<file path="config.mk">
export PLATFORM = sky130hd
export DESIGN_NAME = lsb_response
export DESIGN_NICKNAME = d
export VERILOG_FILES = /design/src/logic/soc_bus_pkg.sv /design/src/logic/soc_map_pkg.sv /design/src/logic/lsb_response.sv
export VERILOG_INCLUDE_DIRS = /design/src /design/src/logic
export SDC_FILE = /design/constraint.sdc
export NUM_CORES = 1
export LEC_CHECK = 0
export BUFFER_PORTS_ARGS = -buffer_cell sky130_fd_sc_hd__buf_2
export CAP_MARGIN = 20
export CORE_UTILIZATION = 28
export DETAILED_ROUTE_END_ITERATION = 8
export PLACE_DENSITY = 0.9
export RECOVER_POWER = 50
export SLEW_MARGIN = 0
export SYNTH_ARGS = -nofsm -noshare
export SYNTH_HDL_FRONTEND = slang
export SYNTH_SLANG_ARGS = --single-unit
</file>
<file path="constraint.sdc">
create_clock -name clk -period 1 [get_ports clk]
set_input_delay 0 -clock clk [delete_from_list [all_inputs] [get_ports clk]]
set_output_delay 0 -clock clk [all_outputs]
set_load 0.1 [all_outputs]
</file>
<file path="src/logic/soc_macros.svh">
`ifndef SOC_MACROS_SVH
`define SOC_MACROS_SVH

//////////////////////////////////////////////////////////////////////
// load/store bus widths
//////////////////////////////////////////////////////////////////////

`define SOC_DAW 15  // byte address width
`define SOC_DDW 32  // data width
`define SOC_DBW 4   // byte enables, one per byte lane

//////////////////////////////////////////////////////////////////////
// data memory and peripherals
//////////////////////////////////////////////////////////////////////

`define SOC_RAW 14          // memory window, lower half of the map
`define SOC_MEM_WORDS 4096  // 2**(SOC_RAW-2) words
`define SOC_GW 32           // gpio pin count

// gpio register byte offsets
`define SOC_GPIO_OUT 6'h00
`define SOC_GPIO_ENA 6'h04
`define SOC_GPIO_INP 6'h08

`endif

</file>
<file path="src/logic/soc_bus_pkg.sv">
`include "soc_macros.svh"

package soc_bus_pkg;

  // data word and byte lanes
  typedef logic [`SOC_DDW-1:0] soc_data_t;
  typedef logic [`SOC_DBW-1:0] soc_ben_t;

  //////////////////////////////////////////////////////////////////////
  // address views
  //////////////////////////////////////////////////////////////////////

  // memory half, byte offset into the data memory
  typedef struct packed {
    logic               sel;  // region select, 0 for memory
    logic [`SOC_RAW-1:0] off; // byte offset
  } soc_adr_mem_t;

  // peripheral half
  typedef struct packed {
    logic       sel;  // region select, 1 for peripherals
    logic [6:0] rsv;  // not decoded
    logic       dev;  // 0 gpio, 1 uart
    logic [5:0] ofs;  // register byte offset
  } soc_adr_per_t;

  // one address word, two decodings
  typedef union packed {
    soc_adr_mem_t mem;
    soc_adr_per_t per;
  } soc_adr_t;

endpackage: soc_bus_pkg

</file>
<file path="src/logic/soc_map_pkg.sv">
`include "soc_macros.svh"

package soc_map_pkg;

  //////////////////////////////////////////////////////////////////////
  // address map
  //////////////////////////////////////////////////////////////////////

  // target of a request
  typedef enum logic [1:0] {
    reg_mem  = 2'd0,  // data memory
    reg_gpio = 2'd1,  // gpio controller
    reg_uart = 2'd2   // uart window, answers with error
  } soc_region_t;

  // gpio register word index (byte offset / 4)
  typedef enum logic [3:0] {
    gpio_reg_out = 4'(`SOC_GPIO_OUT >> 2),  // output data
    gpio_reg_ena = 4'(`SOC_GPIO_ENA >> 2),  // output enable
    gpio_reg_inp = 4'(`SOC_GPIO_INP >> 2)   // synchronized input
  } gpio_reg_t;

endpackage: soc_map_pkg

</file>
<file path="src/logic/lsb_response.sv">
module lsb_response (
  input  logic                     clk,
  input  logic                     reset,
  // request side, current cycle
  input  logic                     lsb_vld,
  input  soc_map_pkg::soc_region_t req_region,
  input  logic                     req_rd,
  // target read data, already one cycle late
  input  soc_bus_pkg::soc_data_t   mem_rdt,
  input  soc_bus_pkg::soc_data_t   gpio_rdt,
  // response to the bus master
  output soc_bus_pkg::soc_data_t   lsb_rdt,
  output logic                     lsb_err
);

  import soc_map_pkg::*;

  soc_region_t rsp_sel;  // region of last cycle's request
  logic        rsp_rd;   // last request was a read

  //////////////////////////////////////////////////////////////////////
  // response state
  //////////////////////////////////////////////////////////////////////

  always_ff @(posedge clk) begin
    if (reset) begin
      rsp_sel <= reg_mem;
      rsp_rd  <= 1'b0;
      lsb_err <= 1'b0;
    end else begin
      rsp_sel <= req_region;
      rsp_rd  <= req_rd;
      lsb_err <= lsb_vld && (req_region == reg_uart);  // uart window not populated
    end
  end

  // read data mux, zero for writes and errors
  always_comb begin
    lsb_rdt = '0;
    if (rsp_rd) begin
      case (rsp_sel)
        reg_mem:  lsb_rdt = mem_rdt;
        reg_gpio: lsb_rdt = gpio_rdt;
        default:  lsb_rdt = '0;
      endcase
    end
  end

  // uart window strobes no target, so no target answers with data
  a_err_data: assert property (
    @(posedge clk) disable iff (reset)
    lsb_err |-> (mem_rdt == '0 && gpio_rdt == '0)
  ) else $error("lsb_response: target data alongside an error");

endmodule: lsb_response

</file>
==> results of run 1 <==
metrics by stage:
stage          area, um^2  hold WS, ns  TNS [ns]
3_5_place_dp         1900        0.198     -4.28
3_3_place_gp         1900        0.184     -2.04
2_1_floorplan         902       0.0716     -6.41
kinds of logic after synthesis:
logic type / Yosys count
multiplexers: 32
AND/OR/NAND/NOR: 37
buffers and inverters: 7
flip-flops: 4
==> summary.txt, run 1 <==
Synth
  – Synth Warn #: 0
  – Synth area leaders: mux2i_1, nor2_1, dfxtp_1
  – Syn Area/Cell: 8.01 um^2
  – Yosys top cell area share: 0.500
  – Synth area leader: mux2i_1
  – Synthesized flop and latch total: 4
  – Seq/Total Area, Yosys: 0.125
  – Post-Synth XOR/XNOR Area: 0
  – Gate Count Post-Synth: 80
  – Syn Nets: 150
  – Multiplexer area fraction after synthesis: 0.500
  – EDFF count, synth: 0
  – Predominant post-synthesis flop cell: dfxtp_1
  – Synth async-reset ratio: 0
  – Synth Cell Area: 641 um^2
  – Synth Area in Simple Gates: 0.240
  – Largest family of logic cells by synthesized area: multiplexers
  – Complex-gate fraction of the synthesized area: 0
  – Post-synth top cells: mux2i_1, nor2_1, dfxtp_1
  – Yosys cell types: 9
  – Post-Synth Adder-Cell Area: 0

Place
  – I/O Buffers: 102
  – DP Wirelength: 2.95 mm
  – Pre-CTS setup slack: -0.206 ns
  – Placed Cells: 206
  – GP Congestion: 0.724

Run status
  – Failed at: 4_1_cts
  – First error: [ERROR DPL-0038] Utilization greater than 100%, impossible to legalize
  – Status: aborted with a tool error

Floorplanning
  – Die X-Extent: 49.8 um
  – Initial Util: 0.311
  – Num rows: 16
  – Die Y-Extent: 49.8 um
  – # IOs: 103

Clock network
  – Clock buffer depth: 2
  – H-tree lvl count: 1
  – Clock Tree Root: clkbuf_4
  – Sink Count: 4
  – Post-CTS Setup Bufs: 0
  – Total CTS buffers: 3
  – Hold Buf Count CTS: 2
  – CTS-repair resized insts: 52
==> run 2: changes to the inputs <==
--- a/config.mk
+++ b/config.mk
@@ -8,9 +8,10 @@
 export LEC_CHECK = 0
 export BUFFER_PORTS_ARGS = -buffer_cell sky130_fd_sc_hd__buf_2
 export CAP_MARGIN = 20
-export CORE_UTILIZATION = 28
+export CORE_AREA = 2 2 63 65
 export DETAILED_ROUTE_END_ITERATION = 8
-export PLACE_DENSITY = 0.9
+export DIE_AREA = 0 0 65 67
+export PLACE_DENSITY_LB_ADDON = 0.15
 export RECOVER_POWER = 50
 export SLEW_MARGIN = 0
 export SYNTH_ARGS = -nofsm -noshare
==> summary.txt, run 2 <==
Run status
  – Status: finished, violations left
  – Failing checks: setup timing

Worst setup path
  – Crit-path cells: clkbuf_16 -> mux2i_4 -> nor2_4 -> buf_12
  – Worst EP required: 1.00 ns
  – CP Class: reg2out
  – Slowest CP cell: dfxtp_4
  – Worst path depth: 4
  – Delay-heaviest family, CP: flip-flops
  – Buf/Inv on CP: 2
  – Max FO, Critical Path: 8
  – Worst Setup Start Kind: flop
  – Max incr delay on CP: 0.40 ns
  – Worst Path Arrival: 1.32 ns
  – CP endpoint kind: output port

Synth
  – Synth area leaders: mux2i_1, nor2_1, dfxtp_1
  – Synth area leader: mux2i_1
  – Synthesized flop and latch total: 4 (unchanged)
  – Seq/Total Area, Yosys: 0.125 (unchanged)
  – Synth async-reset ratio: 0 (unchanged)
  – Predominant post-synthesis flop cell: dfxtp_1
  – Yosys cell types: 9 (unchanged)
  – EDFF count, synth: 0 (unchanged)
  – Syn Area/Cell: 8.01 um^2 (unchanged)
  – Synth Warn #: 0 (unchanged)
  – Gate Count Post-Synth: 80 (unchanged)
  – Synth Cell Area: 641 um^2 (unchanged)
  – Post-synth top cells: mux2i_1, nor2_1, dfxtp_1
  – Syn Nets: 150 (unchanged)
  – Yosys top cell area share: 0.500 (unchanged)

Place
  – I/O Buffers: 102 (unchanged)
  – DP Wirelength: 2.53 mm (-14%)
  – GP Congestion: 0.646 (-11%)
  – Pre-CTS setup slack: -0.120 ns (+0.0865 ns)
  – Placed Cells: 227 (+10%)

Clock network
  – Clock slew at reported path FFs: 0.03 ns
  – CTS tree: built
  – Total CTS buffers: 3 (unchanged)
  – H-tree lvl count: 1 (unchanged)
  – Clock buffer depth: 2 (unchanged)
  – Clock Tree Root: clkbuf_8
  – Post-CTS Setup Bufs: 0 (unchanged)
  – Sink Count: 4 (unchanged)

Floorplanning
  – Die ar.: 4360 um^2
  – # IOs: 103 (unchanged)
  – Die Y-Extent: 67 um (+34%)
  – Initial Util: 0.178 (-0.133)
  – Core box area: 3610 um^2
  – Num rows: 22 (+6)
  – Die X-Extent: 65 um (+30%)

Layout
  – Top reg by flops: rsp_sel
  – Inserted Diodes: 0
  – Layout area overhead: 271%
  – Ratio of cells with drive above 1 in the final layout: 0.951
  – Highest-count cells in the layout ignoring fill and taps: buf_2, buf_12, nor2_4, mux2i_4, mux2i_2
  – Finished Layout Cells: 233
  – Fin nets: 257
  – Largest registers: rsp_sel (2), lsb_err (1), rsp_rd (1)
  – Fin util: 0.658
  – Commonest non-fill, non-tap cell in the layout: buf_2
  – Number of flip-flops in the largest register: 2
  – Fillers: 282

Routing
  – DRC viols: 0
  – WL met3: 235 um
  – Iter 0 DRT Violations: 18
  – WL/cell: 14.1 um
  – WL met1: 912 um
  – Met2 Routed Length: 2.11 mm
  – Routed Antenna Nets: 0
  – Via density: 4.19
  – Drt pass-1 iters: 4
  – Routed vias: 976
  – WL final: 3.28 mm
  – Top routing layer used: met4

Global route
  – Vias in the first global route: 962
  – Global-route usage over all layers: 0.129
  – Pin count of the biggest net entering global routing: 18
  – GRT overflow: 0
  – First-pass GRT wire length: 4.35 mm
  – Antenna violations before repair: 0

STA
  – Final WS setup: -0.321 ns
  – Max-Slew Margin vs Limit: 0.845
  – Worst-margin pin slew: 0.228 ns
  – Minimum clock period after layout: 1.32 ns
  – Worst hold slack: 0.00789 ns
  – Final Hold Viols: 0
  – F_max: 0.757 GHz
  – # setup viols final: 32
  – Period utilization: 1.32
  – Final Max Tran Viols: 0
  – RSZ-0062 raised after global routing: yes

Power
  – Max VDD drop: 0.581 mV
  – Lkg Pwr: 0.899 nW
  – Power Dens Cells: 778 nW/um^2

Min path
  – Hold Crit Class: in2reg
  – Hold Path Depth: 2

Job
  – Maxcap violations: 0
## run 2: cell counts after synthesis
No cell type changed its count.
## run 2: power breakdown
| part | switching (W) | total (W) | internal [W] |
|---|---|---|---|
| Sequential | 0.00000937 | 0.000177 | 0.000168 |
| Combinational | 0.000765 | 0.00134 | 0.000577 |
| Clock | 0.0000724 | 0.000328 | 0.000256 |
## run 2: worst paths after layout
| kind | start | end | slack, ns |
|---|---|---|---|
| worst min-delay path | req_rd | rsp_rd$_SDFF_PP0_ | 0.008 |
| worst max-delay path | rsp_sel[0]$_SDFF_PP0_ | lsb_rdt[28] | -0.32 |
## run 2: through the flow
step	power, W	TNS (ns)	area [um^2]
floorplan	0.000886	-6.41	902
global placement	0.00127	-1.93	1950
detailed placement	0.00129	-2.86	1950
CTS	0.00167	-10.16	2040
global route	0.00192	-10.79	2370
finish	0.00185	-9.34	2370
## run 2: kinds of logic after synthesis
logic type | share of synthesized area
buffers and inverters | 0.135
DFF | 0.125
muxes | 0.500
and+or+nand+nor | 0.240
## run 2: final cells by class
class | count | area, um^2 | area share
clock buffer | 3 | 41.3 | 0.0174
multi-input combinational | 69 | 1040 | 0.440
timing repair buffer | 109 | 1140 | 0.482
tap | 48 | 60.1 | 0.0253
sequential | 4 | 83.8 | 0.0353
## run 2: repair_timing
| item | in CTS | in global routing |
|---|---|---|
| cloned | 0 | 2 |
| setup endpoints to repair | 32 | 32 |
| gates resized for setup | 10 | 46 |
| hold buffers | 1 | 0 |
| hold endpoints to repair | 3 | 0 |
| pin swaps | 0 | 17 |
## run 2: routing by layer
metal / vias to the layer above / global-route usage
li1: 483 / -
met1: 446 / 0.115
met2: 45 / 0.287
met3: 2 / 0.0236
met4: 0 / 0.0319
met5: - / 0
(Power assumes the default switching activity.)
==> run 3: changes to the inputs <==
==> constraint.sdc (replaced) <==
create_clock -name clk -period 1.25 [get_ports clk]
set_input_delay 0 -clock clk [delete_from_list [all_inputs] [get_ports clk]]
set_output_delay 0 -clock clk [all_outputs]
set_load 0.1 [all_outputs]
==> summary.txt, run 3 (synthesized netlist as in run 2, its figures left out) <==
Run status
  – Status: finished, violations left
  – Failing checks: setup timing

Layout
  – Inserted Diodes: 0 (unchanged)
  – Finished Layout Cells: 232 (-0.43%)
  – Fin nets: 256 (-0.39%)
  – Ratio of cells with drive above 1 in the final layout: 0.875 (-0.0764)
  – Fillers: 331 (+17%)
  – Top reg by flops: rsp_sel
  – Largest registers: rsp_sel (2), lsb_err (1), rsp_rd (1)
  – Layout area overhead: 208%
  – Number of flip-flops in the largest register: 2 (unchanged)
  – Highest-count cells in the layout ignoring fill and taps: buf_2, buf_12, nor2_2, mux2i_1, mux2i_2
  – Final instance area: 1970 um^2 (-17%)
  – Commonest non-fill, non-tap cell in the layout: buf_2

Clock network
  – Clock buffer depth: 2 (unchanged)
  – Total CTS buffers: 3 (unchanged)
  – CTS tree: built
  – Sink Count: 4 (unchanged)
  – H-tree lvl count: 1 (unchanged)
  – Clock Tree Root: clkbuf_8
  – Clock slew at reported path FFs: 0.03 ns (about the same)
  – Post-CTS Setup Bufs: 0 (unchanged)

STA
  – Worst-margin pin slew: 0.483 ns (+0.255 ns)
  – RSZ-0062 raised after global routing: yes
  – Period utilization: 1.03
  – Minimum clock period after layout: 1.28 ns
  – Final WS setup: -0.0346 ns (+0.286 ns)
  – # setup viols final: 26 (-19%)
  – Final Max Tran Viols: 0 (unchanged)
  – Max-Slew Margin vs Limit: 0.680 (-0.165)
  – Final Hold Viols: 0 (unchanged)
  – F_max: 0.778 GHz

Power
  – Sequential power share: 0.107 (+0.011)
  – Power Dens Cells: 661 nW/um^2 (-15%)
  – Sw frac: 0.455 (-0.00361)
  – Gate power share: 0.688 (-0.039)
  – Internal: 0.000712 W (-29%)
  – Lkg Pwr: 0.837 nW (-6.9%)
  – Sw power: 0.000594 W (-30%)
  – Max VDD drop: 0.547 mV (-5.9%)
  – Clock Power Share: 0.205 (+0.027)

Worst setup path
  – Max FO, Critical Path: 9 (+1)
  – Worst Path Arrival: 1.28 ns (-0.04 ns)
  – CP endpoint kind: output port
  – Worst Setup Start Kind: flop
  – Worst EP required: 1.25 ns (+0.25 ns)
  – CP Class: reg2out

Floorplanning
  – Die Y-Extent: 67 um (unchanged)
  – Die X-Extent: 65 um (unchanged)
  – Die ar.: 4360 um^2 (unchanged)
  – Initial Util: 0.178 (unchanged)
  – Num rows: 22 (unchanged)
  – Core box area: 3610 um^2 (unchanged)
  – # IOs: 103 (unchanged)

Min path
  – Hold Crit Class: in2reg

Routing
  – Via density: 4.14 (-1.2%)
  – DRC viols: 0 (unchanged)
  – WL/cell: 12.4 um (-12%)
  – Routed vias: 960 (-1.6%)
  – Routed Antenna Nets: 0 (unchanged)
  – Iter 0 DRT Violations: 18 (unchanged)
  – WL final: 2.87 mm (-13%)
  – Drt pass-1 iters: 4 (unchanged)

Job
  – Maxcap violations: 0 (unchanged)

Global route
  – Global-route usage over all layers: 0.114 (-0.0159)
  – First-pass GRT wire length: 3.92 mm (-10%)
  – GRT overflow: 0 (unchanged)
  – Pin count of the biggest net entering global routing: 20 (+2)
  – Vias in the first global route: 931 (-3.2%)
  – Antenna violations before repair: 0 (unchanged)

Place
  – GP Congestion: 0.639 (-0.99%)
  – DP Wirelength: 2.21 mm (-13%)
  – Placed Cells: 227 (unchanged)
  – I/O Buffers: 102 (unchanged)
  – Dpl cell area: 1730 um^2 (-11%)
==> run 3: cell types whose count changed in the layout (fill, tap and decap cells not counted), sizes merged <==
cell | before | now
clkbuf | 6 | 5
==> run 3: layer usage <==
layer	up-vias	GRT usage	share of wire
li1	480	-	-
met1	428	0.112	0.32
met2	50	0.223	0.58
met3	2	0.0287	0.096
met4	0	0.0479	0.0073
met5	-	0	0
==> run 3: cell type report <==
type	instances	area, um^2	area share
Clock buffer	3	41.3	0.0209
Sequential cell	4	83.8	0.0425
Multi-Input combinational cell	69	706	0.357
Tap cell	48	60.1	0.0304
Timing Repair Buffer	108	1080	0.549
==> run 3: power groups by stage <==
stage          registers (W)  clock network, W  logic, W
5_1_grt             0.000140          0.000293  0.000935
3_3_place_gp        0.000140                 0  0.000799
3_5_place_dp        0.000140                 0  0.000809
6_report            0.000139          0.000268  0.000898
4_1_cts             0.000138          0.000277  0.000835
2_1_floorplan       0.000144                 0  0.000495
==> run 3: path summary, 6_finish.rpt <==
| path | startpoint | endpoint | slack [ns] | depth (start not counted) |
|---|---|---|---|---|
| worst max-delay path | rsp_sel[0]$_SDFF_PP0_ | lsb_rdt[19] | -0.03 | 4 |
| worst min-delay path | req_rd | rsp_rd$_SDFF_PP0_ | 0.007 | 2 |
==> run 3: critical path: stages, from the launching register on <==
cell       delay, ns
dfxtp_4         0.38
clkbuf_16       0.19
mux2i_1         0.24
nor2_2          0.07
buf_12          0.17
==> run 3: timing repair <==
item	in CTS	in global routing
hold endpoints to repair	3	0
hold buffers	1	0
cloned	0	1
gates resized for setup	10	24
setup endpoints to repair	32	32
==> run 3: per-stage QoR <==
step | total power, W | setup TNS [ns] | worst slack [ns] | hold WS (ns) | utilization
global placement | 0.000939 | 0 | 0.184 | 0.188 | 0.480
global route | 0.00137 | -1.99 | -0.0835 | 0.0265 | 0.548
finish | 0.00131 | -0.266 | -0.0346 | 0.00726 | 0.548
floorplan | 0.000639 | -7.95 | -0.260 | 0.0716 | -
CTS | 0.00125 | -0.408 | -0.0366 | 0.00984 | 0.507
detailed placement | 0.000949 | 0 | 0.154 | 0.195 | 0.480
==> run 4: changes to the inputs <==
--- a/config.mk
+++ b/config.mk
@@ -12,7 +12,6 @@
 export DETAILED_ROUTE_END_ITERATION = 8
 export DIE_AREA = 0 0 65 67
 export PLACE_DENSITY_LB_ADDON = 0.15
-export RECOVER_POWER = 50
 export SLEW_MARGIN = 0
 export SYNTH_ARGS = -nofsm -noshare
 export SYNTH_HDL_FRONTEND = slang
==> summary.txt, run 4 (synthesized netlist as in run 2, its figures left out) <==
Run status
  – Failing checks: setup timing
  – Status: finished, violations left

Layout
  – Inserted Diodes: 0 (unchanged)
  – Final instance area: 1980 um^2 (about the same)
  – Largest registers: rsp_sel (2), lsb_err (1), rsp_rd (1)
  – Top reg by flops: rsp_sel
  – Highest-count cells in the layout ignoring fill and taps: buf_2, buf_12, nor2_2, mux2i_1, mux2i_2
  – Fin nets: 256 (unchanged)
  – Commonest non-fill, non-tap cell in the layout: buf_2
  – Layout area overhead: 208% (about the same)
  – Number of flip-flops in the largest register: 2 (unchanged)
  – Ratio of cells with drive above 1 in the final layout: 0.880 (+0.00543)

STA
  – Period utilization: 1.03 (unchanged)
  – Final Max Tran Viols: 0 (unchanged)
  – # setup viols final: 26 (unchanged)
  – Worst-margin pin slew: 0.483 ns (+0.000172 ns)
  – F_max: 0.778 GHz (unchanged)
  – Max-Slew Margin vs Limit: 0.680 (about the same)
  – Setup TNS Final: -0.266 ns (unchanged)
  – Minimum clock period after layout: 1.28 ns (unchanged)
  – RSZ-0062 raised after global routing: yes
  – Final WS setup: -0.0346 ns (unchanged)
  – Final Hold Viols: 0 (unchanged)

Power
  – Power Dens Cells: 661 nW/um^2 (about the same)
  – Max VDD drop: 0.547 mV (about the same)
  – Lkg Pwr: 0.840 nW (+0.33%)

Global route
  – First-pass GRT wire length: 3.92 mm (unchanged)
  – GRT overflow: 0 (unchanged)
  – Pin count of the biggest net entering global routing: 20 (unchanged)
  – Vias in the first global route: 931 (unchanged)
  – Antenna violations before repair: 0 (unchanged)
  – Global-route usage over all layers: 0.114 (unchanged)

Worst setup path
  – Worst Path Arrival: 1.28 ns (about the same)
  – Slowest CP cell: dfxtp_4
  – Crit-path cells: clkbuf_16 -> mux2i_1 -> nor2_2 -> buf_12
  – CP endpoint kind: output port
  – CP Class: reg2out
  – Delay-heaviest family, CP: flip-flops
  – Buf/Inv on CP: 2 (unchanged)
  – Max incr delay on CP: 0.38 ns (about the same)
  – Worst EP required: 1.25 ns (about the same)
  – Max FO, Critical Path: 9 (unchanged)
  – Worst Setup Start Kind: flop

Floorplanning
  – Die Y-Extent: 67 um (unchanged)
  – Initial Util: 0.178 (unchanged)
  – Core box area: 3610 um^2 (unchanged)
  – Die ar.: 4360 um^2 (unchanged)
  – Num rows: 22 (unchanged)
  – # IOs: 103 (unchanged)
  – Die X-Extent: 65 um (unchanged)

Place
  – DP Wirelength: 2.21 mm (unchanged)
  – I/O Buffers: 102 (unchanged)
  – GP Congestion: 0.639 (unchanged)
  – Dpl cell area: 1730 um^2 (unchanged)

Routing
  – WL/cell: 12.4 um (unchanged)
  – Routed Antenna Nets: 0 (unchanged)
  – Routed vias: 960 (unchanged)
  – Drt pass-1 iters: 4 (unchanged)
  – Iter 0 DRT Violations: 18 (unchanged)
  – WL final: 2.87 mm (unchanged)
  – DRC viols: 0 (unchanged)
  – Via density: 4.14 (unchanged)

Min path
  – Hold Crit Class: in2reg

Clock network
  – Clock slew at reported path FFs: 0.03 ns (about the same)
  – Total CTS buffers: 3 (unchanged)
  – H-tree lvl count: 1 (unchanged)
  – Clock buffer depth: 2 (unchanged)
  – Clock Tree Root: clkbuf_8
  – Post-CTS Setup Bufs: 0 (unchanged)
  – CTS tree: built
  – Sink Count: 4 (unchanged)

Job
  – Maxcap violations: 0 (unchanged)
-- run 4: cell count changes in the layout (fill, tap and decap cells not counted), sizes merged --
cell,change
buf,+1
clkbuf,-1
-- run 4: power by group --
part	switching (W)	total, W	internal [W]
clock	0.0000633	0.000268	0.000205
combinational	0.000525	0.000899	0.000373
sequential	0.00000535	0.000139	0.000134
-- run 4: what timing repair did --
item                                    in CTS  in global routing
endpoints found under the setup margin      32                 32
hold buffers                                 1                  0
gates resized for setup                     10                 24
cloned                                       0                  1
endpoints found under the hold margin        3                  0
-- run 4: per-layer routing --
| layer | GRT usage | up-vias | share of wire |
|---|---|---|---|
| met3 | 0.0287 | 2 | 0.096 |
| met5 | 0 | - | 0 |
| li1 | - | 480 | - |
| met1 | 0.112 | 428 | 0.32 |
| met4 | 0.0479 | 0 | 0.0073 |
| met2 | 0.223 | 50 | 0.58 |
-- run 4: final cells by class --
cell class / instances / area, um^2
clock buffers: 3 / 41.3
fillers: 331 / 1630
multi-input cells: 69 / 706
flip-flops and latches: 4 / 83.8
well taps: 48 / 60.1
repair buffers: 108 / 1080
-- run 4: final timing paths --
path | from | cells after the start | endpoint
max | rsp_sel[0]$_SDFF_PP0_ | 4 | lsb_rdt[19]
min | req_rd | 2 | rsp_rd$_SDFF_PP0_
-- run 4: per-stage QoR --
stage,hold slack (ns),total power [W],util,cells,worst slack [ns]
3_5_place_dp,0.195,0.000949,0.480,227,0.154
5_1_grt,0.0265,0.00137,0.548,232,-0.0835
4_1_cts,0.00984,0.00125,0.507,231,-0.0366
6_report,0.00726,0.00131,0.548,232,-0.0346
2_1_floorplan,0.0716,0.000639,-,80,-0.260
3_3_place_gp,0.188,0.000939,0.480,227,0.184
