<file path="src/logic/soc_macros.svh">
`ifndef SOC_MACROS_SVH
`define SOC_MACROS_SVH

//////////////////////////////////////////////////////////////////////
// load/store bus widths
//////////////////////////////////////////////////////////////////////

`define SOC_DAW 15  // byte address width
`define SOC_DDW 32  // data width
`define SOC_DBW 4   // byte enables, one per byte lane

//////////////////////////////////////////////////////////////////////
// data memory and peripherals
//////////////////////////////////////////////////////////////////////

`define SOC_RAW 14          // memory window, lower half of the map
`define SOC_MEM_WORDS 4096  // 2**(SOC_RAW-2) words
`define SOC_GW 32           // gpio pin count

// gpio register byte offsets
`define SOC_GPIO_OUT 6'h00
`define SOC_GPIO_ENA 6'h04
`define SOC_GPIO_INP 6'h08

`endif

</file>
<file path="src/logic/soc_bus_pkg.sv">
`include "soc_macros.svh"

package soc_bus_pkg;

  // data word and byte lanes
  typedef logic [`SOC_DDW-1:0] soc_data_t;
  typedef logic [`SOC_DBW-1:0] soc_ben_t;

  //////////////////////////////////////////////////////////////////////
  // address views
  //////////////////////////////////////////////////////////////////////

  // memory half, byte offset into the data memory
  typedef struct packed {
    logic               sel;  // region select, 0 for memory
    logic [`SOC_RAW-1:0] off; // byte offset
  } soc_adr_mem_t;

  // peripheral half
  typedef struct packed {
    logic       sel;  // region select, 1 for peripherals
    logic [6:0] rsv;  // not decoded
    logic       dev;  // 0 gpio, 1 uart
    logic [5:0] ofs;  // register byte offset
  } soc_adr_per_t;

  // one address word, two decodings
  typedef union packed {
    soc_adr_mem_t mem;
    soc_adr_per_t per;
  } soc_adr_t;

endpackage: soc_bus_pkg

</file>
<file path="src/logic/soc_map_pkg.sv">
`include "soc_macros.svh"

package soc_map_pkg;

  //////////////////////////////////////////////////////////////////////
  // address map
  //////////////////////////////////////////////////////////////////////

  // target of a request
  typedef enum logic [1:0] {
    reg_mem  = 2'd0,  // data memory
    reg_gpio = 2'd1,  // gpio controller
    reg_uart = 2'd2   // uart window, answers with error
  } soc_region_t;

  // gpio register word index (byte offset / 4)
  typedef enum logic [3:0] {
    gpio_reg_out = 4'(`SOC_GPIO_OUT >> 2),  // output data
    gpio_reg_ena = 4'(`SOC_GPIO_ENA >> 2),  // output enable
    gpio_reg_inp = 4'(`SOC_GPIO_INP >> 2)   // synchronized input
  } gpio_reg_t;

endpackage: soc_map_pkg

</file>
<file path="src/logic/gpio_regs.sv">
`include "soc_macros.svh"

module gpio_regs (
  input  logic                   clk,
  input  logic                   reset,
  // strobed request
  input  logic                   gpio_vld,
  input  logic                   lsb_wen,
  input  soc_bus_pkg::soc_adr_t  lsb_adr,
  input  soc_bus_pkg::soc_ben_t  lsb_ben,
  input  soc_bus_pkg::soc_data_t lsb_wdt,
  // read data, one cycle later
  output soc_bus_pkg::soc_data_t gpio_rdt,
  // pins
  output logic [`SOC_GW-1:0]     gpio_o,
  output logic [`SOC_GW-1:0]     gpio_e,
  input  logic [`SOC_GW-1:0]     gpio_i
);

  import soc_bus_pkg::*;
  import soc_map_pkg::*;

  gpio_reg_t         widx;       // register word index
  logic [`SOC_GW-1:0] gpio_meta; // first sync stage
  logic [`SOC_GW-1:0] gpio_sync; // input register
  soc_data_t         rd_word;   // selected register

  // low two offset bits select a byte, not a register
  assign widx = gpio_reg_t'(lsb_adr.per.ofs[5:2]);

  //////////////////////////////////////////////////////////////////////
  // output and enable registers
  //////////////////////////////////////////////////////////////////////

  always_ff @(posedge clk) begin
    if (reset) begin
      gpio_o <= '0;
      gpio_e <= '0;
    end else if (gpio_vld && lsb_wen) begin
      for (int b = 0; b < `SOC_DBW; b++) begin
        if (lsb_ben[b]) begin
          case (widx)
            gpio_reg_out: gpio_o[8*b+:8] <= lsb_wdt[8*b+:8];
            gpio_reg_ena: gpio_e[8*b+:8] <= lsb_wdt[8*b+:8];
            default: ;  // input reg and holes are read only
          endcase
        end
      end
    end
  end

  //////////////////////////////////////////////////////////////////////
  // input synchronizer
  //////////////////////////////////////////////////////////////////////

  // two flops, pins are asynchronous to clk
  always_ff @(posedge clk) begin
    if (reset) begin
      gpio_meta <= '0;
      gpio_sync <= '0;
    end else begin
      gpio_meta <= gpio_i;
      gpio_sync <= gpio_meta;
    end
  end

  //////////////////////////////////////////////////////////////////////
  // read port
  //////////////////////////////////////////////////////////////////////

  always_comb begin
    case (widx)
      gpio_reg_out: rd_word = gpio_o;
      gpio_reg_ena: rd_word = gpio_e;
      gpio_reg_inp: rd_word = gpio_sync;
      default:      rd_word = '0;  // unused offsets read zero, no error
    endcase
  end

  always_ff @(posedge clk) begin
    if (reset) begin
      gpio_rdt <= '0;
    end else if (gpio_vld && !lsb_wen) begin
      gpio_rdt <= rd_word;
    end else begin
      gpio_rdt <= '0;
    end
  end

endmodule: gpio_regs

</file>
<file path="config.mk">
export PLATFORM = sky130hd
export DESIGN_NAME = gpio_regs
export DESIGN_NICKNAME = d
export VERILOG_FILES = /design/src/logic/soc_bus_pkg.sv /design/src/logic/soc_map_pkg.sv /design/src/logic/gpio_regs.sv
export VERILOG_INCLUDE_DIRS = /design/src /design/src/logic
export SDC_FILE = /design/constraint.sdc
export NUM_CORES = 1
export LEC_CHECK = 0
export BUFFER_PORTS_ARGS = -buffer_cell sky130_fd_sc_hd__buf_2
export CAP_MARGIN = 20
export CORE_UTILIZATION = 45
export CTS_BUF_LIST = sky130_fd_sc_hd__clkbuf_16
export DETAILED_ROUTE_END_ITERATION = 10
export PLACE_DENSITY_LB_ADDON = 0.25
export SKIP_LAST_GASP = 1
export SLEW_MARGIN = 20
export SYNTH_ARGS = -nofsm -noshare
export SYNTH_HDL_FRONTEND = slang
export SYNTH_SLANG_ARGS = --single-unit
</file>
<file path="constraint.sdc">
create_clock -name clk -period 1.7 [get_ports clk]
set_input_delay 0.255 -clock clk [delete_from_list [all_inputs] [get_ports clk]]
set_output_delay 0.255 -clock clk [all_outputs]
set_load 0.03 [all_outputs]
</file>
Yosys cells after proc, flatten, opt, wreduce, memory -nomap -nowiden
Index checks and enable logic that the tools add are counted.

storage, ports and cells
  flip-flop bits (word level) = 160
  bits of input ports = 87
  output and inout bits = 96
  word-level logic and storage cells = 28

operators by class
  eq/ne operators = 2
  multiplexer cells = 1
  bitwise gates (word level) = 1
  reductions and logical operators = 13

operator list
  kind                                                  number
  case mux 32 bit (3 select lines)                      1
  AND reduction 3 bit                                   8
  equality test 4 x 1 -> 1 bit (second input constant)  1
  equality test 4 x 2 -> 1 bit (second input constant)  1
  logical NOT 4 bit                                     1
  logical AND 1 bit                                     2
  OR reduction 2 bit                                    1
  logical NOT 1 bit                                     1
  NOT 1 bit                                             1

Logic depth before layout (Yosys ltp)
Gate-level depths: netlist of the first run.

  depth in word-level cells = 4
  mapped depth = 5
  gate-level depth less buffers = 3

Worst setup path after synthesis of the first run
OpenSTA, ideal clock, no wires.

  path type = input to register
  start point = input port lsb_adr[2] (netlist name)
  end point = register gpio_o[10]
  setup time = 0.116 ns
  data arrival time = 1.490 ns
  required time = 1.584 ns
  setup slack = 0.095 ns
  cell stages on the path = 5
  buffers on the path = 2
  cell sequence = or4_1 -> buf_2 -> or2_1 -> buf_6 -> a31o_1

on the way
  cells in the longest elaborated chain, start to end = 2

ends and longest elaborated chain
  item                           RTL line         text
  start, declared                gpio_regs.sv:9   input soc_bus_pkg::soc_adr_t lsb_adr,
  logical NOT 4 bit              gpio_regs.sv:42  case (widx)
  AND reduction 3 bit (no line)  -
  end signal, assigned by index  gpio_regs.sv:43  gpio_reg_out: gpio_o[8*b+:8] <= lsb_wdt[8*b+:8];
  end, declared                  gpio_regs.sv:15  output logic [`SOC_GW-1:0] gpio_o,

No other way between the ends.
A chain may end at the register's enable or synchronous reset.

Worst setup path in the final report of the first run
  start point = input port lsb_adr[2] (netlist name)
  end point = register gpio_e[8]

on the way
  cells in the longest elaborated chain, start to end = 2

ends and longest elaborated chain
  item                           RTL line         text
  equality test 4 x 1 -> 1 bit   gpio_regs.sv:42
  AND reduction 3 bit (no line)  -
  end signal, assigned by index  gpio_regs.sv:44  gpio_reg_ena: gpio_e[8*b+:8] <= lsb_wdt[8*b+:8];
  end, declared                  gpio_regs.sv:16  output logic [`SOC_GW-1:0] gpio_e,

No other way between the ends.

==> results of run 1 <==
-- power breakdown --
| part | total (mW) | switching [mW] | internal (mW) | leakage, nW |
|---|---|---|---|---|
| registers | 3.85 | 0.0214 | 3.83 | 1.30 |
| clock network | 3.58 | 1.46 | 2.12 | 0.275 |
| logic | 0.423 | 0.237 | 0.186 | 1.65 |
-- critical path, stage by stage --
cell and delay (ps):
buf_2 110, buf_4 130, or4b_2 580, buf_4 210, nor2_8 230, mux2i_1 240
-- stage by stage --
stage / power, mW / cells
5_1_grt: 8.10 / 859
4_1_cts: 7.91 / 859
3_5_place_dp: 4.35 / 827
2_1_floorplan: 4.15 / 519
3_3_place_gp: 4.34 / 827
6_report: 7.85 / 860
-- cells by family (layout without fill, tap and decap cells) --
kind of cell	count (synthesis)	after routing	share of synthesized area (%)
simple gates	215	215	21.1
flops	160	160	57.6
compound gates	56	56	9.37
mux	48	48	8.64
buf+inv	40	233	3.24
other cells	0	1	0
-- sequential cells by signal (all words and copies together), names as in the netlist --
register	cells
gpio_e	32
gpio_meta	32
gpio_rdt	32
gpio_o	32
gpio_sync	32
-- synth_stat cells --
| library cell | n | area, um2 |
|---|---|---|
| a222oi_1 | 24 | 240 |
| a31o_1 | 24 | 210 |
| and2_1 | 9 | 56.3 |
| buf_1 | 1 | 3.75 |
| buf_2 | 6 | 30.0 |
| buf_6 | 3 | 33.8 |
| clkbuf_1 | 29 | 109 |
| dfxtp_1 | 160 | 3200 |
| inv_1 | 1 | 3.75 |
| mux2i_1 | 48 | 480 |
| nand2_1 | 49 | 184 |
| nand2b_1 | 26 | 163 |
| nand3_1 | 5 | 25.0 |
| nor2_1 | 24 | 90.1 |
| nor2_4 | 2 | 22.5 |
| nor2_8 | 2 | 40.0 |
| nor2b_1 | 66 | 413 |
| nor3_1 | 24 | 120 |
| nor4_1 | 1 | 6.26 |
| nor4b_1 | 2 | 17.5 |
| o2bb2ai_1 | 8 | 70.1 |
| or2_1 | 3 | 18.8 |
| or4_1 | 1 | 7.51 |
| or4b_2 | 1 | 10.0 |
-- worst max path at each step --
stage	endpoint	slack (ps)	depth (start not counted)
floorplan	gpio_o[10]$_SDFFE_PP0P_	90	5
global placement	gpio_e[16]$_SDFFE_PP0P_	-90	6
detailed placement	gpio_rdt[5]$_SDFF_PP0_	-130	6
CTS	gpio_e[8]$_SDFFE_PP0P_	310	6
global route	gpio_rdt[5]$_SDFF_PP0_	210	6
finish	gpio_e[8]$_SDFFE_PP0P_	290	6
-- routing by layer --
metal | vias to the layer above | track usage [%] | share of wire [%]
met1 | 2151 | 28.5 | 45
li1 | 2158 | - | -
met2 | 159 | 37.6 | 48
met3 | 21 | 6.11 | 5.8
met5 | - | 0 | 0.11
met4 | 2 | 9.30 | 1.2
-- cell type report --
cell class | instances | area [um2]
clock buffer | 17 | 425
antenna | 1 | 2.50
tap | 147 | 184
multi-input combinational | 319 | 2190
clock inverter | 15 | 130
sequential | 160 | 3200
inverter | 1 | 3.75
fill | 1050 | 4760
timing repair buffer | 200 | 1110
==> qor.csv, run 1 <==
stage;metric;value;unit
run_status;status;finished clean;
detailed_routing;DRT Pass-1 Iters;6;
timing;Min Hold Slack;35.2;ps
pwr;PwrDens;1080;nW/um2
detailed_routing;Initial DRC Count;390;
detailed_routing;via/cell ratio;5.22;
timing;slew margin rel.;37.1;%
placement;worst slack, placed;-126;ps
cts;CTS tree;yes;
detailed_routing;Post-DRT Antenna Nets;0;
cts;CTS max path bufs;2;
worst_setup_path;R2R setup slack;810;ps
min_path;hold endpoint;gpio_meta[3]$_SDFF_PP0_;
worst_setup_path;crit start category;input pin;
synth;Cell Area, Synth;5560;um2
cts;Worst-path clk slew;60;ps
timing;max-slew violations;0;
worst_setup_path;Critical Path AT;1750;ps
placement;post-DP HPWL;9810;um
global_routing;largest net degree at the start of global routing;48;
layout;area grow syn2layout;30.5;%
timing;Fmax;0.710;GHz
layout;final instance area;7250;um2
worst_setup_path;Worst EP required;2040;ps
pwr;leakage power;3.22;nW
detailed_routing;vias after detailed routing;4491;
cts;clk sink count;160;
synth;Avg Cell Area, Syn;10.7;um2
layout;commonest cells after routing, fill and taps aside;buf_2, dfxtp_1, nor2b_1;
pwr;Max IR drop VDD;0.682;mV
worst_setup_path;CP Max Fanout;8;
layout;layout cells sized above 1;33.3;%
floorplan;Core Area;12000;um2
timing;final worst-path cycle share;82.8;%
floorplan;die area;12800;um2
floorplan;die width;113;um
cts;number of clock buffers inserted by TritonCTS;17;
floorplan;Die Y;113;um
floorplan;Starting Density;46.3;%
floorplan;row cnt;40;
worst_setup_path;RR Startpoint;gpio_o[5]$_SDFFE_PP0P_;
cts;CTS root buf;clkbuf_16;
timing;slew at the pin closest to its max-slew limit;942;ps
synth;Synth Instances;519;
timing;final hold vios;0;
layout;post-layout util;60.4;%
cts;Setup Fix Bufs, Post-CTS;0;
min_path;launch point of the worst hold path;gpio_i[3];
worst_setup_path;crit path kind;input pin to register;
global_routing;Global Route Usage Sum;22.9;%
job;MaxCap Viol Count;0;
placement;IO buf count;171;
cts;clk_lat worst skew;420;ps
synth;synth unique cells;24;
global_routing;initial antenna violation count;2;
synth;Mapped Nets;606;
global_routing;gr ovfl total;0;
placement;Placed Area;6690;um2
detailed_routing;routed len/inst;16.5;um
worst_setup_path;Crit Reg-Reg Endpoint;gpio_rdt[5]$_SDFF_PP0_;
cts;cts hold-fix bufs;0;
timing;RSZ-0062 raised after global routing;no;
synth;sequential area share after synthesis;57.6;%
worst_setup_path;R2R depth;2;
global_routing;number of global-route vias before repair;4396;
layout;most common cell after layout, fill and taps aside;buf_2;
synth;Yosys warnings;0;
timing;final setup fails;0;
timing;setup TNS;0;ps
cts;H-tree Lvls;4;
placement;placer congestion estimate;0.779;
timing;final worst slack;292;ps
worst_setup_path;Worst Setup End Kind;register;
global_routing;first-pass GRT wire length;22300;um
min_path;Cells on Worst Hold Path;2;
min_path;path category of the worst min-delay check;input pin to register;
layout;Layout Nets;786;
timing;Final Skew;5.30;ps
floorplan;I/O pins;183;
cts;cts repair resizes;0;
worst_setup_path;CP startpoint;lsb_adr[2];
detailed_routing;# DRC;0;
timing;crit path time final;1410;ps
detailed_routing;final WL;14200;um
synth;register bit total from synthesis;160;
Power figures use the tool's default switching activity.
==> run 2: changes to the inputs <==
- ABC_AREA: default -> 1
- CORE_UTILIZATION: 45 -> 50
- clock period: 1.7 -> 1.5 ns (I/O delays scaled with it)
==> qor.csv, run 2 <==
stage;metric;value;unit;change
timing;final hold vios;0;;unchanged
layout;Seq. cell area;3200;um2;unchanged
job;MaxCap Viol Count;0;;unchanged
timing;setup TNS;0;ps;unchanged
detailed_routing;DRT Pass-1 Iters;5;;was 6
layout;area grow syn2layout;27.1;%;was 30.5%
synth;ranking of synthesized cells by area;dfxtp_1, nand3_1, nor2_1;;was dfxtp_1, mux2i_1, nor2b_1
layout;Fillers;1136;;was 1,050
layout;layout cells sized above 1;22.7;%;was 33.3%
timing;slew at the pin closest to its max-slew limit;356;ps;was 942 ps
cts;clk_lat worst skew;420;ps;about the same
synth;Yosys warnings;0;;unchanged
detailed_routing;Post-DRT Antenna Nets;0;;unchanged
pwr;Max IR drop VDD;0.749;mV;was 0.682 mV
min_path;path category of the worst min-delay check;input pin to register;;unchanged
worst_setup_path;Cell Chain, Critical Path;buf_2;;was buf_2 > buf_4 > or4b_2 > buf_4 > nor2_8 > mux2i_1
worst_setup_path;Worst Setup End Kind;output port;;was register
placement;post-DP HPWL;10300;um;was 9810 um
detailed_routing;# DRC;0;;unchanged
timing;final setup fails;0;;unchanged
worst_setup_path;Worst path slowest cell;dfxtp_1;;was or4b_2
global_routing;Global Route Usage Sum;24.1;%;was 22.9%
placement;IO buf count;171;;unchanged
pwr;leakage power;4.21;nW;was 3.22 nW
timing;final worst-path cycle share;82.9;%;
detailed_routing;via/cell ratio;4.80;;was 5.22
cts;cts repair resizes;0;;unchanged
global_routing;first-pass GRT wire length;24200;um;was 22,300 um
layout;area occupied by multi-input gates;2290;um2;was 2190 um2
cts;number of clock buffers inserted by TritonCTS;17;;unchanged
timing;Final Skew;4.42;ps;was 5.30 ps
timing;slew margin rel.;76.3;%;was 37.1%
synth;Avg Cell Area, Syn;7.25;um2;was 10.7 um2
cts;Worst-path clk slew;60;ps;about the same
synth;sequential area share after synthesis;51.4;%;was 57.6%
timing;RSZ-0062 raised after global routing;no;;unchanged
placement;placer congestion estimate;0.782;;was 0.779
worst_setup_path;crit path kind;register to output port;;was input pin to register
synth;Mapped Nets;946;;was 606
layout;Layout Nets;1117;;was 786
floorplan;Starting Density;51.6;%;was 46.3%
cts;CTS root buf;clkbuf_16;;unchanged
global_routing;largest net degree at the start of global routing;61;;was 48
global_routing;number of global-route vias before repair;5129;;was 4,396
global_routing;initial antenna violation count;0;;was 2
run_status;status;finished clean;;unchanged
synth;Cell Area, Synth;6230;um2;was 5560 um2
synth;synth unique cells;16;;was 24
floorplan;die area;12900;um2;was 12,800 um2
cts;H-tree Lvls;4;;unchanged
pwr;PwrDens;1110;nW/um2;was 1080 nW/um2
global_routing;gr ovfl total;0;;unchanged
worst_setup_path;Critical Path AT;1020;ps;was 1750 ps
floorplan;die width;114;um;was 113 um
detailed_routing;Initial DRC Count;309;;was 390
floorplan;I/O pins;183;;unchanged
worst_setup_path;CP Max Fanout;3;;was 8
synth;Synth Instances;859;;was 519
layout;commonest cells after routing, fill and taps aside;nor2_1, buf_2, nand3_1, dfxtp_1, inv_1;;was buf_2, dfxtp_1, nor2b_1
synth;most common cell in the synthesized netlist;nor2_1;;was dfxtp_1
detailed_routing;routed len/inst;12.4;um;was 16.5 um
timing;Fmax;0.804;GHz;
cts;clk sink count;160;;unchanged
detailed_routing;final WL;15000;um;was 14,200 um
cts;CTS tree;yes;;unchanged
timing;max-slew violations;0;;unchanged
worst_setup_path;Worst EP required;1270;ps;was 2040 ps
synth;Most used DFF post-synth;dfxtp_1;;unchanged
layout;most common cell after layout, fill and taps aside;nor2_1;;was buf_2
floorplan;Core Area;12100;um2;was 12,000 um2
worst_setup_path;Crit path max-delay family;flip-flops;;was simple AND/OR/NAND/NOR gates
synth;most frequent cells after synthesis;nor2_1, dfxtp_1, nand3_1;;was dfxtp_1, nor2b_1, nand2_1
floorplan;row cnt;40;;unchanged
synth;register bit total from synthesis;160;;unchanged
layout;Antenna diodes;0;;was 1
worst_setup_path;CP peak stage delay;380;ps;was 580 ps
worst_setup_path;crit start category;register;;was input pin
floorplan;Die Y;114;um;was 113 um
detailed_routing;vias after detailed routing;5804;;was 4,491
synth;Post-synth EDFFs;0;;unchanged
synth;Synth area leader;dfxtp_1;;unchanged
synth;top cell type's share of synthesized area;51.4;%;was 57.6%
worst_setup_path;WP buf/inv;1;;was 3
pwr;Power Total;8.79;mW;was 7.85 mW
cts;CTS max path bufs;2;;unchanged
timing;crit path time final;1240;ps;
synth;Async SR Flop Fraction;0;%;unchanged
==> run 2: metrics by stage <==
stage | utilization, % | hold slack, ps | cells | setup slack (ps) | area [um2]
after floorplan | - | 332 | 859 | 398 | 6230
after global placement | 60.9 | 389 | 1173 | 188 | 7350
after detailed placement | 60.9 | 394 | 1173 | 161 | 7350
after CTS | 65.6 | 0.252 | 1209 | 250 | 7920
after global routing | 65.6 | 5.55 | 1209 | 221 | 7920
final | 65.6 | 7.32 | 1209 | 256 | 7920
==> run 2: layer usage <==
layer	vias to the layer above	share of wire [%]	GRT usage, %
li1	2974	-	-
met1	2611	44	29.0
met2	194	47	40.3
met3	25	6.9	6.43
met4	0	2.0	10.8
met5	-	0	0
==> run 2: worst paths after layout <==
path | from | end | slack, ps | depth (start not counted)
hold reg to reg | gpio_meta[19]$_SDFF_PP0_ | gpio_sync[19]$_SDFF_PP0_ | 400 | 2
setup / recovery | gpio_o[25]$_SDFFE_PP0P_ | gpio_o[25] | 260 | 1
setup reg to reg | gpio_o[25]$_SDFFE_PP0P_ | gpio_rdt[25]$_SDFF_PP0_ | 760 | 4
hold / removal | gpio_i[21] | gpio_meta[21]$_SDFF_PP0_ | 7 | 3
==> run 2: worst min-delay path, stage by stage <==
cell and delay, ps:
buf_2 70, inv_1 30, nor2_1 60
==> run 2: repair_timing <==
action                                  in CTS  in global routing
hold endpoints to repair                     6                  0
setup buffers                                0                  0
hold buffers                                 6                  0
endpoints found under the setup margin       0                  0
==> run 2: logic make-up (layout without fill, tap and decap cells) <==
| family | count (synthesis) | count (layout) | synth area share [%] |
|---|---|---|---|
| AND/OR/NAND/NOR | 508 | 508 | 36.3 |
| flip-flops | 160 | 160 | 51.4 |
| buffers and inverters | 190 | 372 | 12.2 |
| AO/OA/AOI/OAI | 1 | 1 | 0.0803 |
==> run 2: layout make-up <==
class	count	share of cell area [%]
clock buffers	17	5.37
clock inverters	13	1.07
inverters	140	6.64
multi-input cells	509	28.9
flip-flops and latches	160	40.5
well taps	168	2.66
repair buffers	202	14.9
==> run 2: where the power goes <==
| part | internal [mW] | switching (mW) |
|---|---|---|
| Clock | 2.20 | 1.57 |
| Combinational | 0.233 | 0.410 |
| Sequential | 4.34 | 0.0301 |
==> run 3: changes to the inputs <==
- ABC_AREA: 1 -> 0
- clock period: 1.5 -> 1.2 ns (I/O delays scaled with it)
==> qor.csv, run 3 (same netlist as run 1, synthesis figures left out) <==
stage;metric;value;unit;change
layout;final instance area;7800;um2;was 7920 um2
placement;post-DP HPWL;10300;um;about the same
floorplan;Core Area;10800;um2;was 12,100 um2
worst_setup_path;R2R setup slack;290;ps;was 760 ps
cts;CTS tree;yes;;unchanged
timing;max-slew violations;0;;unchanged
cts;number of clock buffers inserted by TritonCTS;17;;unchanged
worst_setup_path;Crit path max-delay family;simple AND/OR/NAND/NOR gates;;was flip-flops
worst_setup_path;WP buf/inv;3;;was 1
pwr;PwrDens;1500;nW/um2;was 1110 nW/um2
floorplan;Starting Density;51.3;%;was 51.6%
timing;slew margin rel.;51.9;%;was 76.3%
detailed_routing;via/cell ratio;5.18;;was 4.80
floorplan;die area;11500;um2;was 12,900 um2
floorplan;die width;107;um;was 114 um
layout;Seq. cell area;3210;um2;was 3200 um2
min_path;path category of the worst min-delay check;input pin to register;;unchanged
global_routing;Global Route Usage Sum;25.8;%;was 24.1%
layout;area grow syn2layout;40.4;%;was 27.1%
layout;Antenna diodes;0;;unchanged
global_routing;initial antenna violation count;0;;unchanged
worst_setup_path;Worst EP required;1530;ps;was 1270 ps
layout;area occupied by multi-input gates;2210;um2;was 2290 um2
layout;most common cell after layout, fill and taps aside;dfxtp_1;;was nor2_1
floorplan;I/O pins;183;;unchanged
pwr;Internal Power;9.12;mW;was 6.78 mW
worst_setup_path;Worst Setup End Kind;register;;was output port
pwr;share of total power in combinational logic;6.1;%;was 7.3%
timing;slew at the pin closest to its max-slew limit;719;ps;was 356 ps
pwr;switching fraction of total power;22.3;%;was 22.9%
pwr;leakage power;3.42;nW;was 4.21 nW
detailed_routing;# DRC;0;;unchanged
layout;layout cells sized above 1;33.4;%;was 22.7%
layout;Fillers;812;;was 1,136
detailed_routing;DRT Pass-1 Iters;8;;was 5
pwr;Power Total;11.7;mW;was 8.79 mW
layout;commonest cells after routing, fill and taps aside;dfxtp_1, buf_2, nor2b_1;;was nor2_1, buf_2, nand3_1, dfxtp_1, inv_1
job;MaxCap Viol Count;0;;unchanged
worst_setup_path;CP peak stage delay;590;ps;was 380 ps
timing;RSZ-0062 raised after global routing;yes;;was no
worst_setup_path;CP Max Fanout;8;;was 3
timing;Final Skew;8.85;ps;was 4.42 ps
worst_setup_path;crit start category;input pin;;was register
timing;crit path time final;1190;ps;
floorplan;row cnt;38;;was 40
cts;clk_lat worst skew;410;ps;was 420 ps
timing;final worst-path cycle share;99.5;%;
pwr;sequential share of power;46.5;%;was 49.8%
pwr;Net Sw Power;2.62;mW;was 2.01 mW
worst_setup_path;Cell Chain, Critical Path;buf_8 > or4_4 > buf_6 > nor2_4 > buf_12 > mux2i_1;;was buf_2
detailed_routing;vias after detailed routing;4604;;was 5,804
placement;Placed Cells incl. Taps;823;;was 1,173
global_routing;number of global-route vias before repair;4364;;was 5,129
worst_setup_path;Critical Path AT;1530;ps;was 1020 ps
timing;final hold vios;0;;unchanged
layout;final cell count without fillers;888;;was 1,209
detailed_routing;Initial DRC Count;449;;was 309
timing;Fmax;0.838;GHz;
worst_setup_path;crit path kind;input pin to register;;was register to output port
cts;CTS root buf;clkbuf_16;;unchanged
detailed_routing;final WL;15000;um;about the same
detailed_routing;routed len/inst;16.9;um;was 12.4 um
worst_setup_path;Worst path slowest cell;or4_4;;was dfxtp_1
floorplan;Die Y;107;um;was 114 um
timing;final setup fails;0;;unchanged
cts;H-tree Lvls;4;;unchanged
placement;Placed Area;6750;um2;was 7350 um2
cts;clk sink count;160;;unchanged
placement;IO buf count;171;;unchanged
global_routing;largest net degree at the start of global routing;37;;was 61
detailed_routing;Post-DRT Antenna Nets;0;;unchanged
pwr;clock power share;47.4;%;was 42.9%
cts;CTS max path bufs;2;;unchanged
cts;Worst-path clk slew;70;ps;was 60 ps
run_status;status;finished clean;;unchanged
pwr;Max IR drop VDD;1.00;mV;was 0.749 mV
layout;Layout Nets;822;;was 1,117
placement;placer congestion estimate;0.830;;was 0.782
global_routing;first-pass GRT wire length;22500;um;was 24,200 um
timing;setup TNS;0;ps;unchanged
global_routing;gr ovfl total;0;;unchanged
## run 3: cell count changes in the layout (fill, tap and decap cells not counted), sizes merged, moves of 26 or more
cell,change
nor2b,+66
nand4,-32
nor2,-182
inv,-136
nand2b,+26
nand2,-56
mux2i,+48
nand3,-155
## run 3: final cells by class
| class | instances | area share [%] |
|---|---|---|
| clock buffers | 17 | 5.45 |
| repair buffers | 236 | 20.3 |
| flip-flops and latches | 160 | 41.1 |
| well taps | 140 | 2.24 |
| clock inverters | 15 | 2.47 |
| multi-input cells | 319 | 28.4 |
| inverters | 1 | 0.0481 |
## run 3: repair_timing
item / CTS / global route
buffers inserted: 0 / 3
setup endpoints to repair: 19 / 60
gates resized for setup: 5 / 48
endpoints found under the hold margin: 30 / 0
hold buffers: 30 / 0
pin swaps: 2 / 3
## run 3: worst paths after layout
path	endpoint	from	depth (start not counted)
max	gpio_o[31]$_SDFFE_PP0P_	lsb_adr[2]	6
min	gpio_meta[3]$_SDFF_PP0_	gpio_i[3]	2
max reg2reg	gpio_rdt[25]$_SDFF_PP0_	gpio_o[25]$_SDFFE_PP0P_	2
min reg2reg	gpio_sync[22]$_SDFF_PP0_	gpio_meta[22]$_SDFF_PP0_	1
## run 3: per-layer routing
metal | up-vias | routed length (um) | GRT usage [%]
met5 | - | 0 | 0
met4 | 0 | 378 | 9.88
met3 | 26 | 887 | 5.63
met2 | 185 | 7150 | 41.5
met1 | 2172 | 6580 | 33.8
li1 | 2221 | - | -
## run 3: stage by stage
step	setup WS, ps	util [%]	hold slack, ps
after floorplan	-278	-	308
after global placement	-502	62.3	387
after detailed placement	-442	62.3	394
after CTS	3.84	70.9	1.80
after global routing	-13.8	72.0	13.4
final	6.04	72.0	6.29
## run 3: power groups by stage
| stage | clock, mW | sequential [mW] | combinational (mW) |
|---|---|---|---|
| finish | 5.56 | 5.46 | 0.715 |
| global route | 5.82 | 5.47 | 0.768 |
| CTS | 5.61 | 5.46 | 0.690 |
| detailed placement | 0 | 5.58 | 0.612 |
| global placement | 0 | 5.58 | 0.596 |
| floorplan | 0 | 5.58 | 0.300 |
